$ cat src/rtl/idu_pkg.sv
`default_nettype none

package idu_pkg;

    localparam int XLEN = 32;

    typedef logic [XLEN-1:0] inst_t;
    typedef logic [4:0]      reg_idx_t;

    // Major opcodes, inst[6:0]
    localparam logic [6:0] OP_REG    = 7'b0110011;
    localparam logic [6:0] OP_IMM    = 7'b0010011;
    localparam logic [6:0] OP_LUI    = 7'b0110111;
    localparam logic [6:0] OP_AUIPC  = 7'b0010111;
    localparam logic [6:0] OP_JAL    = 7'b1101111;
    localparam logic [6:0] OP_JALR   = 7'b1100111;
    localparam logic [6:0] OP_LOAD   = 7'b0000011;
    localparam logic [6:0] OP_STORE  = 7'b0100011;
    localparam logic [6:0] OP_BRANCH = 7'b1100011;

    localparam logic [6:0] FUNCT7_BASE = 7'b0000000;
    localparam logic [6:0] FUNCT7_ALT  = 7'b0100000; // sub, sra, srai

    // funct3 for OP_REG and OP_IMM
    localparam logic [2:0] F3_ADD  = 3'b000;
    localparam logic [2:0] F3_SLL  = 3'b001;
    localparam logic [2:0] F3_SLT  = 3'b010;
    localparam logic [2:0] F3_SLTU = 3'b011;
    localparam logic [2:0] F3_XOR  = 3'b100;
    localparam logic [2:0] F3_SR   = 3'b101; // srl/sra by funct7
    localparam logic [2:0] F3_OR   = 3'b110;
    localparam logic [2:0] F3_AND  = 3'b111;
    localparam logic [2:0] F3_JALR = 3'b000;

    // Access width, shared by loads and stores
    localparam logic [2:0] F3_BYTE   = 3'b000;
    localparam logic [2:0] F3_HALF   = 3'b001;
    localparam logic [2:0] F3_WORD   = 3'b010;
    localparam logic [2:0] F3_BYTE_U = 3'b100;
    localparam logic [2:0] F3_HALF_U = 3'b101;

    localparam logic [2:0] F3_BEQ  = 3'b000;
    localparam logic [2:0] F3_BNE  = 3'b001;
    localparam logic [2:0] F3_BLT  = 3'b100;
    localparam logic [2:0] F3_BGE  = 3'b101;
    localparam logic [2:0] F3_BLTU = 3'b110;
    localparam logic [2:0] F3_BGEU = 3'b111;

    typedef enum logic [4:0] {
        ALU_ADD  = 5'd0,  ALU_BEQ  = 5'd1,  ALU_SLTU = 5'd2,  ALU_BNE  = 5'd3,
        ALU_SUB  = 5'd4,  ALU_OR   = 5'd5,  ALU_XOR  = 5'd6,  ALU_BGE  = 5'd7,
        ALU_SLLI = 5'd8,  ALU_AND  = 5'd9,  ALU_SRLI = 5'd10, ALU_SLT  = 5'd11,
        ALU_BLT  = 5'd12, ALU_BLTU = 5'd13, ALU_BGEU = 5'd14, ALU_SLL  = 5'd15,
        ALU_SRAI = 5'd16, ALU_SRA  = 5'd17, ALU_SRL  = 5'd18, ALU_NONE = 5'd31
    } alu_op_e;

    typedef enum logic [1:0] {
        SRC_A_RS1 = 2'd0, SRC_A_PC = 2'd1, SRC_A_ZERO = 2'd3
    } src_a_e;

    typedef enum logic [1:0] {
        SRC_B_IMM = 2'd0, SRC_B_RS2 = 2'd1, SRC_B_FOUR = 2'd2, SRC_B_NONE = 2'd3
    } src_b_e;

    typedef enum logic [2:0] {
        PC_JALR = 3'd1, PC_JAL = 3'd2, PC_BRANCH = 3'd4, PC_SEQ = 3'd6
    } pc_sel_e;

    typedef enum logic [2:0] {
        IMM_I = 3'd0, IMM_U = 3'd1, IMM_J = 3'd2, IMM_S = 3'd3, IMM_B = 3'd4
    } imm_fmt_e;

    typedef enum logic [3:0] {
        LSU_LB  = 4'd0, LSU_LH  = 4'd1, LSU_LW = 4'd2, LSU_LBU = 4'd3, LSU_LHU = 4'd4,
        LSU_SB  = 4'd5, LSU_SH  = 4'd6, LSU_SW = 4'd7, LSU_NONE = 4'd8
    } lsu_op_e;

    typedef struct packed {
        alu_op_e         alu_op;
        src_a_e          src_a;
        src_b_e          src_b;
        pc_sel_e         pc_sel;
        lsu_op_e         lsu_op;
        logic            rd_wen;
        logic            is_load;
        logic            is_store;
        logic [2:0]      mem_bytes; // Store width in bytes
        reg_idx_t        rd;
        reg_idx_t        rs1;
        reg_idx_t        rs2;
        logic [XLEN-1:0] imm;
    } decode_t;

endpackage

`default_nettype wire

$ cat src/rtl/idu_top.sv
`timescale 1ns/1ps
`default_nettype none

module idu_top (
    input  logic             clk,
    input  logic             rst,
    input  logic             inst_valid,
    output logic             inst_ready,
    input  idu_pkg::inst_t   inst,
    output logic             dec_valid,
    input  logic             dec_ready,
    output idu_pkg::decode_t dec
);
    import idu_pkg::*;

    logic            fetch_valid;
    logic            fetch_ready; // Backpressure from the decode register
    inst_t           fetch_inst;
    imm_fmt_e        imm_fmt;
    logic [XLEN-1:0] imm;
    decode_t         dec_next;

    pipe_stage #(.payload_t(inst_t)) u_fetch_q (
        .clk       (clk),
        .rst       (rst),
        .in_valid  (inst_valid),
        .in_ready  (inst_ready),
        .in_data   (inst),
        .out_valid (fetch_valid),
        .out_ready (fetch_ready),
        .out_data  (fetch_inst)
    );

    inst_decoder u_inst_decoder (
        .clk     (clk),
        .inst    (fetch_inst),
        .imm     (imm),
        .imm_fmt (imm_fmt),
        .dec     (dec_next)
    );

    imm_gen u_imm_gen (
        .inst    (fetch_inst),
        .imm_fmt (imm_fmt),
        .imm     (imm)
    );

    pipe_stage #(.payload_t(decode_t)) u_dec_q (
        .clk       (clk),
        .rst       (rst),
        .in_valid  (fetch_valid),
        .in_ready  (fetch_ready),
        .in_data   (dec_next),
        .out_valid (dec_valid),
        .out_ready (dec_ready),
        .out_data  (dec)
    );

endmodule

`default_nettype wire

$ cat src/rtl/imm_gen.sv
`timescale 1ns/1ps
`default_nettype none

module imm_gen (
    input  idu_pkg::inst_t           inst,
    input  idu_pkg::imm_fmt_e        imm_fmt,
    output logic [idu_pkg::XLEN-1:0] imm
);
    import idu_pkg::*;

    logic sign;

    assign sign = inst[31]; // Every format takes its sign from bit 31

    always_comb begin
        case (imm_fmt)
            IMM_I: begin
                imm = {{(XLEN-12){sign}}, inst[31:20]};
            end
            IMM_U: begin
                imm = {inst[31:12], 12'b0};
            end
            IMM_J: begin
                // imm[20|10:1|11|19:12]
                imm = {{(XLEN-20){sign}}, inst[19:12], inst[20], inst[30:21], 1'b0};
            end
            IMM_S: begin
                imm = {{(XLEN-12){sign}}, inst[31:25], inst[11:7]};
            end
            IMM_B: begin
                // imm[12|10:5] in funct7, imm[4:1|11] in rd
                imm = {{(XLEN-12){sign}}, inst[7], inst[30:25], inst[11:8], 1'b0};
            end
            default: begin
                imm = '0;
            end
        endcase
    end

endmodule

`default_nettype wire

$ cat src/rtl/inst_decoder.sv
`timescale 1ns/1ps
`default_nettype none

module inst_decoder (
    input  logic                    clk,
    input  idu_pkg::inst_t          inst,
    input  logic [idu_pkg::XLEN-1:0] imm,
    output idu_pkg::imm_fmt_e       imm_fmt,
    output idu_pkg::decode_t        dec
);
    import idu_pkg::*;

    logic [6:0] opcode;
    logic [2:0] funct3;
    logic [6:0] funct7;
    decode_t    ctl;     // Everything except the immediate

    assign opcode = inst[6:0];
    assign funct3 = inst[14:12];
    assign funct7 = inst[31:25];

    always_comb begin
        ctl           = '0;
        ctl.alu_op    = ALU_NONE;
        ctl.src_a     = SRC_A_RS1;
        ctl.src_b     = SRC_B_NONE;
        ctl.pc_sel    = PC_SEQ;
        ctl.lsu_op    = LSU_NONE;
        ctl.mem_bytes = 3'd1;
        imm_fmt       = IMM_I;
        case (opcode)
            OP_REG: begin
                if (funct7 == FUNCT7_BASE ||
                    (funct7 == FUNCT7_ALT && (funct3 == F3_ADD || funct3 == F3_SR))) begin
                    case (funct3)
                        F3_ADD:  ctl.alu_op = (funct7 == FUNCT7_ALT) ? ALU_SUB : ALU_ADD;
                        F3_SLL:  ctl.alu_op = ALU_SLL;
                        F3_SLT:  ctl.alu_op = ALU_SLT;
                        F3_SLTU: ctl.alu_op = ALU_SLTU;
                        F3_XOR:  ctl.alu_op = ALU_XOR;
                        F3_SR:   ctl.alu_op = (funct7 == FUNCT7_ALT) ? ALU_SRA : ALU_SRL;
                        F3_OR:   ctl.alu_op = ALU_OR;
                        default: ctl.alu_op = ALU_AND;
                    endcase
                    ctl.src_b  = SRC_B_RS2;
                    ctl.rd_wen = 1'b1;
                end
            end
            OP_IMM: begin
                case (funct3)
                    F3_ADD:  ctl.alu_op = ALU_ADD;
                    F3_SLT:  ctl.alu_op = ALU_SLT;
                    F3_SLTU: ctl.alu_op = ALU_SLTU;
                    F3_XOR:  ctl.alu_op = ALU_XOR;
                    F3_OR:   ctl.alu_op = ALU_OR;
                    F3_AND:  ctl.alu_op = ALU_AND;
                    F3_SLL:  if (funct7 == FUNCT7_BASE) ctl.alu_op = ALU_SLLI;
                    default: begin // F3_SR, shamt type in funct7
                        if (funct7 == FUNCT7_BASE) ctl.alu_op = ALU_SRLI;
                        if (funct7 == FUNCT7_ALT)  ctl.alu_op = ALU_SRAI;
                    end
                endcase
                ctl.rd_wen = (ctl.alu_op != ALU_NONE);
                ctl.src_b  = ctl.rd_wen ? SRC_B_IMM : SRC_B_NONE;
            end
            OP_LOAD: begin
                case (funct3)
                    F3_BYTE:   ctl.lsu_op = LSU_LB;
                    F3_HALF:   ctl.lsu_op = LSU_LH;
                    F3_WORD:   ctl.lsu_op = LSU_LW;
                    F3_BYTE_U: ctl.lsu_op = LSU_LBU;
                    F3_HALF_U: ctl.lsu_op = LSU_LHU;
                    default:   ctl.lsu_op = LSU_NONE;
                endcase
                if (ctl.lsu_op != LSU_NONE) begin
                    ctl.alu_op  = ALU_ADD;   // Address = rs1 + imm
                    ctl.src_b   = SRC_B_IMM;
                    ctl.is_load = 1'b1;
                    ctl.rd_wen  = 1'b1;
                end
            end
            OP_STORE: begin
                case (funct3)
                    F3_BYTE: ctl.lsu_op = LSU_SB;
                    F3_HALF: ctl.lsu_op = LSU_SH;
                    F3_WORD: ctl.lsu_op = LSU_SW;
                    default: ctl.lsu_op = LSU_NONE;
                endcase
                if (ctl.lsu_op != LSU_NONE) begin
                    ctl.alu_op    = ALU_ADD;
                    ctl.src_b     = SRC_B_IMM;
                    ctl.is_store  = 1'b1;
                    ctl.mem_bytes = (funct3 == F3_WORD) ? 3'd4 :
                                    (funct3 == F3_HALF) ? 3'd2 : 3'd1;
                    imm_fmt       = IMM_S;
                end
            end
            OP_BRANCH: begin
                case (funct3)
                    F3_BEQ:  ctl.alu_op = ALU_BEQ;
                    F3_BNE:  ctl.alu_op = ALU_BNE;
                    F3_BLT:  ctl.alu_op = ALU_BLT;
                    F3_BGE:  ctl.alu_op = ALU_BGE;
                    F3_BLTU: ctl.alu_op = ALU_BLTU;
                    F3_BGEU: ctl.alu_op = ALU_BGEU;
                    default: ctl.alu_op = ALU_NONE;
                endcase
                if (ctl.alu_op != ALU_NONE) begin
                    ctl.src_b  = SRC_B_RS2;
                    ctl.pc_sel = PC_BRANCH;
                    imm_fmt    = IMM_B;
                end
            end
            OP_JAL: begin
                ctl.alu_op = ALU_ADD; // Link value pc + 4
                ctl.src_a  = SRC_A_PC;
                ctl.src_b  = SRC_B_FOUR;
                ctl.pc_sel = PC_JAL;
                ctl.rd_wen = 1'b1;
                imm_fmt    = IMM_J;
            end
            OP_JALR: begin
                if (funct3 == F3_JALR) begin
                    ctl.alu_op = ALU_ADD;
                    ctl.src_a  = SRC_A_PC;
                    ctl.src_b  = SRC_B_FOUR;
                    ctl.pc_sel = PC_JALR;
                    ctl.rd_wen = 1'b1;
                end
            end
            OP_LUI, OP_AUIPC: begin
                ctl.alu_op = ALU_ADD;
                ctl.src_a  = (opcode == OP_LUI) ? SRC_A_ZERO : SRC_A_PC;
                ctl.src_b  = SRC_B_IMM;
                ctl.rd_wen = 1'b1;
                imm_fmt    = IMM_U;
            end
            default: ; // Unknown opcode keeps the defaults
        endcase
    end

    // Immediate comes back from imm_gen, merged here with the fixed fields
    always_comb begin
        dec     = ctl;
        dec.rd  = inst[11:7];
        dec.rs1 = inst[19:15];
        dec.rs2 = inst[24:20];
        dec.imm = imm;
    end
endmodule

`default_nettype wire

$ cat src/rtl/pipe_stage.sv
`timescale 1ns/1ps
`default_nettype none

module pipe_stage #(
    parameter type payload_t = logic
) (
    input  logic     clk,
    input  logic     rst,
    input  logic     in_valid,
    output logic     in_ready,
    input  payload_t in_data,
    output logic     out_valid,
    input  logic     out_ready,
    output payload_t out_data
);

    // Accept when empty or when the held item leaves this cycle
    assign in_ready = !out_valid || out_ready;

    always_ff @(posedge clk) begin
        if (rst) begin
            out_valid <= 1'b0;
        end else if (in_ready) begin
            out_valid <= in_valid;
        end
    end

    always_ff @(posedge clk) begin
        if (in_valid && in_ready) begin
            out_data <= in_data; // Payload only moves on a transfer
        end
    end
endmodule

`default_nettype wire

$ cat config.mk
export PLATFORM = sky130hd
export DESIGN_NAME = idu_top
export DESIGN_NICKNAME = d
export VERILOG_FILES = /design/src/rtl/idu_pkg.sv /design/src/rtl/idu_top.sv /design/src/rtl/imm_gen.sv /design/src/rtl/inst_decoder.sv /design/src/rtl/pipe_stage.sv
export SDC_FILE = /design/constraint.sdc
export NUM_CORES = 1
export LEC_CHECK = 0
export BUFFER_PORTS_ARGS = -buffer_cell sky130_fd_sc_hd__buf_2
export CORE_MARGIN = 2
export CORE_UTILIZATION = 35
export DETAILED_ROUTE_END_ITERATION = 8
export PLACE_DENSITY_LB_ADDON = 0.08
export SLEW_MARGIN = 10
export SYNTH_ARGS = -nofsm -noshare
export SYNTH_HDL_FRONTEND = slang
export SYNTH_SLANG_ARGS = --single-unit
$ cat constraint.sdc
create_clock -name clk -period 7.9 [get_ports clk]
set_clock_uncertainty 0.05 [all_clocks]
set_input_delay 0.395 -clock clk [delete_from_list [all_inputs] [get_ports clk]]
set_output_delay 0.395 -clock clk [all_outputs]
set_load 0.005 [all_outputs]
==> flow_metrics.env, run 1 <==
export IMPL_status="finished clean"
export IMPL_n_fill_cell=1129
export IMPL_worstReg2RegStart="u_fetch_q.out_data[6]$_DFFE_PP_"
export IMPL_p_sw_share_pct=21.10
export IMPL_met2_length_microns=4641
export IMPL_grt_max_degree=57
export IMPL_slew_limit_headroom_pct=37.16
export IMPL_placed_cell_area_sq_mm=0.004947
export IMPL_yosys_most_used_dff="edfxtp_1"
export IMPL_port_buffers=106
export IMPL_floorplan_die_width_microns=115.0
export IMPL_synth_avg_cell_area_sq_um=13.64
export IMPL_intPower_uw=936.9
export IMPL_place_hpwl_microns=6671
export IMPL_power_density_mw_per_mm2=225.9
export IMPL_min_period_over_period_pct=32.25
export IMPL_worstSkewPairLatency_ns=0.34
export IMPL_grt_pass1_wl_microns=15100
export IMPL_regToRegSetupSlack_ns=5.35
export IMPL_io_pins=107
export IMPL_yosysWarnings=0
export IMPL_wl_met1_microns=4478
export IMPL_ys_ff_latch=103
export IMPL_htreeDepth=3
export IMPL_slew_viol_final=0
export IMPL_maxUsedRoutingLayer="met4"
export IMPL_antenna_found_initial=0
export IMPL_power_switching_uw=250.6
export IMPL_r2r_cells=5
export IMPL_comb_power_share_pct=6.1
export IMPL_crit_path_start_kind="flop"
export IMPL_cts_buffer_depth=2
export IMPL_fmax_ghz=0.3926
export IMPL_met3_length_microns=563
export IMPL_synth_commonest_cells="edfxtp_1, o21ai_0, nor2_1"
export IMPL_start_util_pct=35.88
export IMPL_cp_arrival_ns=2.60
export IMPL_wl_microns=9757
export IMPL_synth_area_leaders="edfxtp_1, o21ai_0, a21o_1, nor2_1, nand2_1"
export IMPL_setup_violations=0
export IMPL_cp_required_ns=7.95
export IMPL_grt_pass1_vias=2817
export IMPL_criticalPathCategory="reg -> reg"
export IMPL_fin_tns_setup_ns=0
export IMPL_rows=40
export IMPL_hold_viol=0
export IMPL_firstDrtPassIters=4
export IMPL_wl_per_cell_microns=17.24
export IMPL_p_seq_share_pct=54.8
export IMPL_peakVddDrop_uv=128.6
export IMPL_p_clk_share_pct=39.1
export IMPL_syn_inst=316
export IMPL_synth_distinct_cells=52
export IMPL_yosysMostFrequentCell="edfxtp_1"
export IMPL_clk_pin_slew_worst_paths_ns=0.07
export IMPL_power_leakage_uw=0.001958
export IMPL_final_layout_size_suffix_gt1_share_pct=31.74
export IMPL_via_count=2858
export IMPL_async_flop_share_pct=0
export IMPL_drc=0
export IMPL_cts_hold_buf=0
export IMPL_dieArea_sq_mm=0.01322
export IMPL_cp_endpoint="u_dec_q.out_data[0]$_DFFE_PP_"
export IMPL_post_place_cells=551
export IMPL_core_area_sq_mm=0.01201
export IMPL_cts_resized=0
export IMPL_cp_max_fo=14
export IMPL_synth_edff_count=101
export IMPL_crit_start="u_fetch_q.out_data[6]$_DFFE_PP_"
export IMPL_fin_area_sq_mm=0.005258
export IMPL_grt_ovfl_total=0
export IMPL_synth_nets=352
export IMPL_cts_buffers=9
export IMPL_hold_class="in -> reg"
export IMPL_syn2layout_area_growth_pct=22.01
export IMPL_cts_tree="yes"
export IMPL_synth_largest_area_cell="edfxtp_1"
export IMPL_finalNonFillerCells=566
export IMPL_worst_hold_slack_ns=0.1689
export IMPL_period_minus_slack_ns=2.547
export IMPL_cts_sinks=103
export IMPL_viasPerCell=5.049
export IMPL_synth_area_sq_mm=0.004309
export IMPL_maxCapViolCount=0
export IMPL_rr_endpoint="u_dec_q.out_data[0]$_DFFE_PP_"
export IMPL_finalPower_uw=1187
export IMPL_cts_setup_buffers=0
export IMPL_synth_top_area_share_pct=70.38
export IMPL_cts_root_buf="clkbuf_16"
export IMPL_rsz0062_at_grt="no"
export IMPL_endpoint_kind="flop"
export IMPL_drtIter0Drc=335
export IMPL_worstMarginPinSlew_ns=0.9385
export IMPL_ys_seq_area_share_pct=71.31
export IMPL_grtUsageTotal_pct=15.37
export IMPL_ant_nets=0
export IMPL_num_antenna_cells=0
export IMPL_final_nets=451
export IMPL_die_h_microns=115.0
export IMPL_gp_congestion=0.8338
-- sequential cells by signal, indices dropped and copies added (netlist names) --
register,cells
u_dec_q.out_valid,1
u_fetch_q.out_data,32
u_dec_q.out_data,69
u_fetch_q.out_valid,1
-- critical path: stages (launching register included) --
cell      delay (ns)
edfxtp_1        0.54
nand4b_4        0.28
nor3b_2         0.78
a21oi_2         0.20
nor2b_1         0.22
a22o_1          0.24
-- worst min path at each step --
stage	start	end	slack [ns]	depth (start not counted)
floorplan	u_fetch_q.out_data[8]$_DFFE_PP_	u_dec_q.out_data[43]$_DFFE_PP_	0.38	0
global placement	u_fetch_q.out_data[10]$_DFFE_PP_	u_dec_q.out_data[45]$_DFFE_PP_	0.39	0
detailed placement	u_fetch_q.out_data[19]$_DFFE_PP_	u_dec_q.out_data[41]$_DFFE_PP_	0.39	0
CTS	rst	u_dec_q.out_valid$_SDFFE_PP0P_	0.15	2
global route	inst[30]	u_fetch_q.out_data[30]$_DFFE_PP_	0.15	1
finish	inst[9]	u_fetch_q.out_data[9]$_DFFE_PP_	0.17	1
-- power groups by stage --
stage               Clock [uW]  Sequential, uW  Combinational [uW]
floorplan                    0             655                44.1
global placement             0             662                73.0
detailed placement           0             663                73.2
CTS                        479             651                73.5
global route               501             654                81.0
finish                     464             651                72.2
-- cell usage in the layout, fill, tap and decap left out, drive strengths merged, types with 6 or more instances in the layout --
cell type  instances
edfxtp           101
o21ai             26
inv                9
nand3              9
a21oi             17
nor2              26
nand2             22
nor2b             10
clkbuf             9
buf              107
and2              10
a21o              13
nor3               6
-- layout make-up --
type | instances | area [sq um] | area share, %
well taps | 147 | 183.9 | 3.498
clock buffers | 9 | 225.2 | 4.284
inverters | 9 | 33.78 | 0.6426
repair buffers | 107 | 538.0 | 10.23
clock inverters | 6 | 85.08 | 1.618
flip-flops and latches | 103 | 3073 | 58.45
multi-input cells | 185 | 1119 | 21.28
-- layer usage --
metal / track usage (%) / vias up
met1: 19.87 / 1387
li1: - / 1384
met5: 0 / -
met3: 5.377 / 4
met2: 24.90 / 83
met4: 3.855 / 0
-- metrics by stage --
step / util (%) / worst slack [ns]
3_5_place_dp: 41.19 / 5.305
2_1_floorplan: - / 3.802
3_3_place_gp: 41.19 / 5.382
4_1_cts: 43.77 / 5.258
5_1_grt: 43.77 / 5.112
6_report: 43.77 / 5.353
-- cell families after synthesis --
logic type             share of synthesized area (%)
XOR/XNOR                                      0.2033
AND/OR/NAND/NOR                                12.92
AO/OA/AOI/OAI                                  12.40
buffers and inverters                          2.933
flip-flops                                     71.31
multiplexers                                  0.2323
No activity file was read; power rests on OpenSTA's default activity.
==> run 2: changes to the inputs <==
--- a/config.mk
+++ b/config.mk
@@ -5,6 +5,7 @@
 export SDC_FILE = /design/constraint.sdc
 export NUM_CORES = 1
 export LEC_CHECK = 0
+export ABC_AREA = 1
 export BUFFER_PORTS_ARGS = -buffer_cell sky130_fd_sc_hd__buf_2
 export CORE_MARGIN = 2
 export CORE_UTILIZATION = 35
==> constraint.sdc (replaced) <==
create_clock -name clk -period 2.35 [get_ports clk]
set_clock_uncertainty 0.05 [all_clocks]
set_input_delay 0.1175 -clock clk [delete_from_list [all_inputs] [get_ports clk]]
set_output_delay 0.1175 -clock clk [all_outputs]
set_load 0.005 [all_outputs]
==> run 2 against run 1 <==
Effect of this change:
- final cell count up 25%
- maximum frequency up 21%
- sequential power rose to 3.3 times the previous value
- largest cell class unchanged
==> flow_metrics.env, run 2 <==
export IMPL_status="finished clean"
export IMPL_top_regs="u_dec_q.out_data (69), u_fetch_q.out_data (32)"
export IMPL_grt_max_degree=49
export IMPL_synth_top_family_by_area="simple AND/OR/NAND/NOR gates"
export IMPL_ant_nets=0
export IMPL_start_util_pct=35.51
export IMPL_gp_congestion=0.8219
export IMPL_slew_limit_headroom_pct=58.79
export IMPL_cp_max_fo=20
export IMPL_p_seq_share_pct=55.7
export IMPL_power_leakage_uw=0.002394
export IMPL_syn_inst=384
export IMPL_comb_power_share_pct=8.0
export IMPL_n_fill_cell=1185
export IMPL_final_cell_mix="buf_2, edfxtp_1, nand2_1, nor2_1, inv_1"
export IMPL_place_hpwl_microns=7331
export IMPL_slew_viol_final=0
export IMPL_cts_buffers=9
export IMPL_grt_ovfl_total=0
export IMPL_drtIter0Drc=145
export IMPL_crit_path_start_kind="flop"
export IMPL_largest_register="u_dec_q.out_data"
export IMPL_rsz0062_at_grt="no"
export IMPL_synthSimpleGateAreaFrac_pct=20.50
export IMPL_dieArea_sq_mm=0.01362
export IMPL_async_flop_share_pct=0
export IMPL_muxShareOfSynthArea_pct=0
export IMPL_postLayoutSetupSlackWorst_ns=0.2380
export IMPL_cts_tree="yes"
export IMPL_cp_arrival_ns=2.13
export IMPL_via_count=3173
export IMPL_cts_hold_buf=34
export IMPL_min_period_over_period_pct=89.87
export IMPL_p_sw_share_pct=21.28
export IMPL_placed_cell_area_sq_mm=0.005190
export IMPL_fmax_ghz=0.4735
export IMPL_grt_pass1_vias=3121
export IMPL_viasPerCell=4.501
export IMPL_synth_avg_cell_area_sq_um=11.57
export IMPL_finalPower_uw=3889
export IMPL_cts_buffer_depth=2
export IMPL_criticalPathCategory="reg -> reg"
export IMPL_yosys_most_used_dff="edfxtp_1"
export IMPL_synth_commonest_cells="edfxtp_1, nand2_1, nor2_1"
export IMPL_final_nets=567
export IMPL_peakVddDrop_uv=548.7
export IMPL_wl_per_cell_microns=14.59
export IMPL_final_common_cell="buf_2"
export IMPL_synth_xor_area_share_pct=0
export IMPL_final_layout_size_suffix_gt1_share_pct=28.71
export IMPL_synth_edff_count=101
export IMPL_synthAdderAreaFrac_pct=0
export IMPL_yosysWarnings=0
export IMPL_wl_microns=10290
export IMPL_cts_setup_buffers=0
export IMPL_fin_area_sq_mm=0.005797
export IMPL_hold_viol=0
export IMPL_setup_violations=0
export IMPL_synth_nets=420
export IMPL_ys_ff_latch=103
export IMPL_synth_largest_area_cell="edfxtp_1"
export IMPL_largest_reg_flops=69
export IMPL_cts_sinks=103
export IMPL_cts_root_buf="clkbuf_16"
export IMPL_period_minus_slack_ns=2.112
export IMPL_worst_hold_slack_ns=0.03947
export IMPL_synth_area_sq_mm=0.004444
export IMPL_htreeDepth=3
export IMPL_floorplan_die_width_microns=116.7
export IMPL_yosysMostFrequentCell="edfxtp_1"
export IMPL_regToRegSetupSlack_ns=0.24
export IMPL_antenna_found_initial=0
export IMPL_num_antenna_cells=0
export IMPL_power_switching_uw=827.4
export IMPL_die_h_microns=116.7
export IMPL_core_area_sq_mm=0.01252
export IMPL_clk_pin_slew_worst_paths_ns=0.06
export IMPL_fin_tns_setup_ns=0
export IMPL_hold_class="in -> reg"
export IMPL_p_clk_share_pct=36.3
export IMPL_port_buffers=106
export IMPL_synth_top_area_share_pct=68.24
export IMPL_synth_compound_area_share_pct=5.265
export IMPL_syn2layout_area_growth_pct=30.43
export IMPL_synth_distinct_cells=32
export IMPL_synth_area_leaders="edfxtp_1, nand2_1, nor2_1, inv_1, nand3_1"
export IMPL_grt_pass1_wl_microns=15940
export IMPL_cp_required_ns=2.37
export IMPL_dp_worst_setup_slack_ns=0.2495
export IMPL_cts_resized=0
export IMPL_maxCapViolCount=0
export IMPL_intPower_uw=3061
export IMPL_ys_seq_area_share_pct=69.14
export IMPL_power_density_mw_per_mm2=670.8
export IMPL_endpoint_kind="flop"
export IMPL_grtUsageTotal_pct=15.97
export IMPL_worstSkewPairLatency_ns=0.35
export IMPL_io_pins=107
export IMPL_firstDrtPassIters=4
export IMPL_drc=0
export IMPL_worstMarginPinSlew_ns=0.6181
export IMPL_rows=41
## run 2: changes by cell type after synthesis, sizes merged, moves of 10 or more
cell	change
a21o	-13
nand2	+53
nand3	+26
nor2b	-10
nor2	+41
and2	-10
inv	+34
## run 2: logic make-up after synthesis
kind of cell	Yosys count
compound gates	42
buf+inv	52
flops	103
simple gates	187
## run 2: area by class of cell
cell class | count | area (sq um) | area share (%)
multi-input cells | 229 | 1156 | 19.94
flip-flops and latches | 103 | 3073 | 53.01
clock inverters | 3 | 37.54 | 0.6475
well taps | 172 | 215.2 | 3.712
clock buffers | 10 | 229.0 | 3.950
repair buffers | 146 | 928.4 | 16.02
inverters | 42 | 157.7 | 2.720
## run 2: metrics by stage
step / utilization (%) / std cells
after CTS: 46.31 / 705
after global routing: 46.31 / 705
after floorplan: - / 384
after detailed placement: 41.46 / 658
after global placement: 41.46 / 658
final: 46.31 / 705
## run 2: layer usage
| layer | up-vias | global-route usage (%) | wire [microns] |
|---|---|---|---|
| met5 | - | 0 | 0 |
| li1 | 1596 | - | - |
| met1 | 1468 | 20.70 | 4769 |
| met4 | 0 | 6.353 | 206 |
| met2 | 99 | 25.32 | 4681 |
| met3 | 10 | 4.670 | 630 |
## run 2: critical path, stage by stage (launching register included)
cell and delay, ns:
edfxtp_1 0.61, inv_1 0.25, nand4_4 0.23, nand2_4 0.15, nor2_1 0.05, nand2_2 0.35
nand3_2 0.11
## run 2: power by group through the flow
| stage | Clock, uW | Sequential, uW | Combinational (uW) |
|---|---|---|---|
| after global routing | 1520 | 2180 | 351 |
| after detailed placement | 0 | 2210 | 271 |
| after global placement | 0 | 2210 | 271 |
| after floorplan | 0 | 2200 | 144 |
| final | 1410 | 2170 | 310 |
| after CTS | 1460 | 2170 | 315 |
## run 2: final timing paths
path,start,to,cells after the start
worst max-delay path,u_fetch_q.out_data[14]$_DFFE_PP_,u_dec_q.out_data[13]$_DFFE_PP_,6
worst min-delay path,dec_ready,u_dec_q.out_valid$_SDFFE_PP0P_,4
worst max register to register,u_fetch_q.out_data[14]$_DFFE_PP_,u_dec_q.out_data[13]$_DFFE_PP_,6
worst min register to register,u_fetch_q.out_data[23]$_DFFE_PP_,u_dec_q.out_data[35]$_DFFE_PP_,0
==> run 3: changes to the inputs <==
--- a/config.mk
+++ b/config.mk
@@ -5,8 +5,8 @@
 export SDC_FILE = /design/constraint.sdc
 export NUM_CORES = 1
 export LEC_CHECK = 0
-export ABC_AREA = 1
 export BUFFER_PORTS_ARGS = -buffer_cell sky130_fd_sc_hd__buf_2
+export CORE_ASPECT_RATIO = 0.7
 export CORE_MARGIN = 2
 export CORE_UTILIZATION = 35
 export DETAILED_ROUTE_END_ITERATION = 8
==> run 3 against run 2 <==
Effect of this change:
- sequential power about the same
- critical path depth down 1
- die area down 2.8%
- critical endpoint is now u_dec_q.out_data[68]$_DFFE_PP_
- register-to-register slack worse by 0.02 ns
- power down 0.11%
- clock power about the same
- combinational power up 6.5%
- hold slack better by 0.022 ns
- wire length down 2.7%
- first-iteration DRC count up 60%
- non-clock buffer count up 12
- maximum frequency down 0.89%
==> flow_metrics.env, run 3 (synthesis gave the netlist of run 1 again) <==
export IMPL_worstSkewPairLatency_ns=0.35
export IMPL_num_antenna_cells=0
export IMPL_cp_arrival_ns=2.25
export IMPL_power_density_mw_per_mm2=679.9
export IMPL_p_seq_share_pct=55.7
export IMPL_cp_max_fo=9
export IMPL_placed_cell_area_sq_mm=0.005100
export IMPL_final_layout_size_suffix_gt1_share_pct=31.85
export IMPL_dieArea_sq_mm=0.01323
export IMPL_floorplan_die_width_microns=136.6
export IMPL_cts_root_buf="clkbuf_16"
export IMPL_cts_buffer_depth=2
export IMPL_firstDrtPassIters=4
export IMPL_crit_buf_inv=0
export IMPL_min_period_over_period_pct=90.68
export IMPL_status="finished clean"
export IMPL_p_clk_share_pct=35.8
export IMPL_cp_required_ns=2.47
export IMPL_port_buffers=106
export IMPL_hold_viol=0
export IMPL_ant_nets=0
export IMPL_grt_pass1_wl_microns=15650
export IMPL_grtUsageTotal_pct=15.54
export IMPL_worst_hold_slack_ns=0.06156
export IMPL_fmax_ghz=0.4693
export IMPL_cts_hold_buf=34
export IMPL_path_delay_family="compound AO/OA/AOI/OAI gates"
export IMPL_hold_class="in -> reg"
export IMPL_final_nets=502
export IMPL_p_sw_share_pct=22.91
export IMPL_final_cell_mix="buf_2, edfxtp_1, dlygate4sd3_1, o21ai_0, nor2_1"
export IMPL_wl_microns=10010
export IMPL_drc=0
export IMPL_cts_buffers=9
export IMPL_htreeDepth=3
export IMPL_fin_area_sq_mm=0.005713
export IMPL_power_switching_uw=889.8
export IMPL_gp_congestion=0.8761
export IMPL_final_common_cell="buf_2"
export IMPL_slew_limit_headroom_pct=46.23
export IMPL_comb_power_share_pct=8.5
export IMPL_intPower_uw=2995
export IMPL_dp_worst_setup_slack_ns=0.2736
export IMPL_cts_resized=0
export IMPL_worstMarginPinSlew_ns=0.8066
export IMPL_antenna_found_initial=0
export IMPL_cts_sinks=103
export IMPL_criticalPathCategory="reg -> reg"
export IMPL_slew_viol_final=0
export IMPL_largest_reg_flops=69
export IMPL_place_hpwl_microns=6916
export IMPL_critical_path_max_stage_delay_ns=0.58
export IMPL_grt_pass1_vias=2928
export IMPL_io_pins=107
export IMPL_n_fill_cell=1091
export IMPL_peakVddDrop_uv=325.1
export IMPL_clk_pin_slew_worst_paths_ns=0.07
export IMPL_rsz0062_at_grt="no"
export IMPL_top_regs="u_dec_q.out_data (69), u_fetch_q.out_data (32)"
export IMPL_core_area_sq_mm=0.01185
export IMPL_fin_tns_setup_ns=0
export IMPL_postLayoutSetupSlackWorst_ns=0.2190
export IMPL_cp_cell_sequence="and4bb_1 -> nand2_2 -> o311ai_1 -> a21oi_2 -> o2111ai_1"
export IMPL_drtIter0Drc=232
export IMPL_die_h_microns=96.84
export IMPL_grt_max_degree=50
export IMPL_largest_register="u_dec_q.out_data"
export IMPL_power_leakage_uw=0.002160
export IMPL_setup_violations=0
export IMPL_maxCapViolCount=0
export IMPL_crit_path_start_kind="flop"
export IMPL_cts_tree="yes"
export IMPL_endpoint_kind="flop"
export IMPL_viasPerCell=4.892
export IMPL_crit_slowest_cell="o311ai_1"
export IMPL_period_minus_slack_ns=2.131
export IMPL_via_count=3072
export IMPL_grt_ovfl_total=0
export IMPL_syn2layout_area_growth_pct=32.58
export IMPL_rows=33
export IMPL_start_util_pct=36.36
export IMPL_cts_setup_buffers=0
export IMPL_wl_per_cell_microns=15.94
[run 3: worst register-to-register path, cell delays in order (launching register included)]
cell and delay, ns:
edfxtp_1 0.40, and4bb_1 0.49, nand2_2 0.15, o311ai_1 0.58
a21oi_2 0.14, o2111ai_1 0.15
[run 3: area by class of cell]
class                   count  area [sq um]  area share [%]
repair buffers            158          1018           17.83
well taps                 157         196.4           3.438
multi-input cells         185          1119           19.58
inverters                   9         33.78          0.5913
clock inverters             7         47.55          0.8322
flip-flops and latches    103          3073           53.79
clock buffers               9         225.2           3.942
[run 3: path summary, 6_finish.rpt]
check / from / end / slack, ns / cells past startpoint
worst min-delay path: dec_ready / u_dec_q.out_valid$_SDFFE_PP0P_ / 0.06 / 4
worst max-delay path: u_fetch_q.out_data[3]$_DFFE_PP_ / u_dec_q.out_data[68]$_DFFE_PP_ / 0.22 / 5
worst max register to register: u_fetch_q.out_data[3]$_DFFE_PP_ / u_dec_q.out_data[68]$_DFFE_PP_ / 0.22 / 5
worst min register to register: u_fetch_q.out_data[19]$_DFFE_PP_ / u_dec_q.out_data[41]$_DFFE_PP_ / 0.40 / 0
[run 3: metal layers]
metal  GRT usage (%)  vias up  share of wire, %
li1                -     1491                 -
met1           23.26     1443                50
met2           22.00      130                42
met3           4.455        8               7.5
met4           4.006        0               1.0
met5               0        -                 0
[run 3: power by group through the flow]
stage | Sequential (uW) | Clock (uW) | Combinational (uW)
final | 2170 | 1390 | 330
after global routing | 2180 | 1500 | 366
after CTS | 2170 | 1420 | 332
after detailed placement | 2210 | 0 | 288
after global placement | 2200 | 0 | 289
after floorplan | 2200 | 0 | 150
[run 3: through the flow]
| step | utilization (%) | power, uW | instances |
|---|---|---|---|
| floorplan | - | 2348 | 316 |
| global placement | 43.04 | 2494 | 578 |
| detailed placement | 43.04 | 2495 | 578 |
| CTS | 48.21 | 3917 | 628 |
| global route | 48.21 | 4040 | 628 |
| finish | 48.21 | 3884 | 628 |
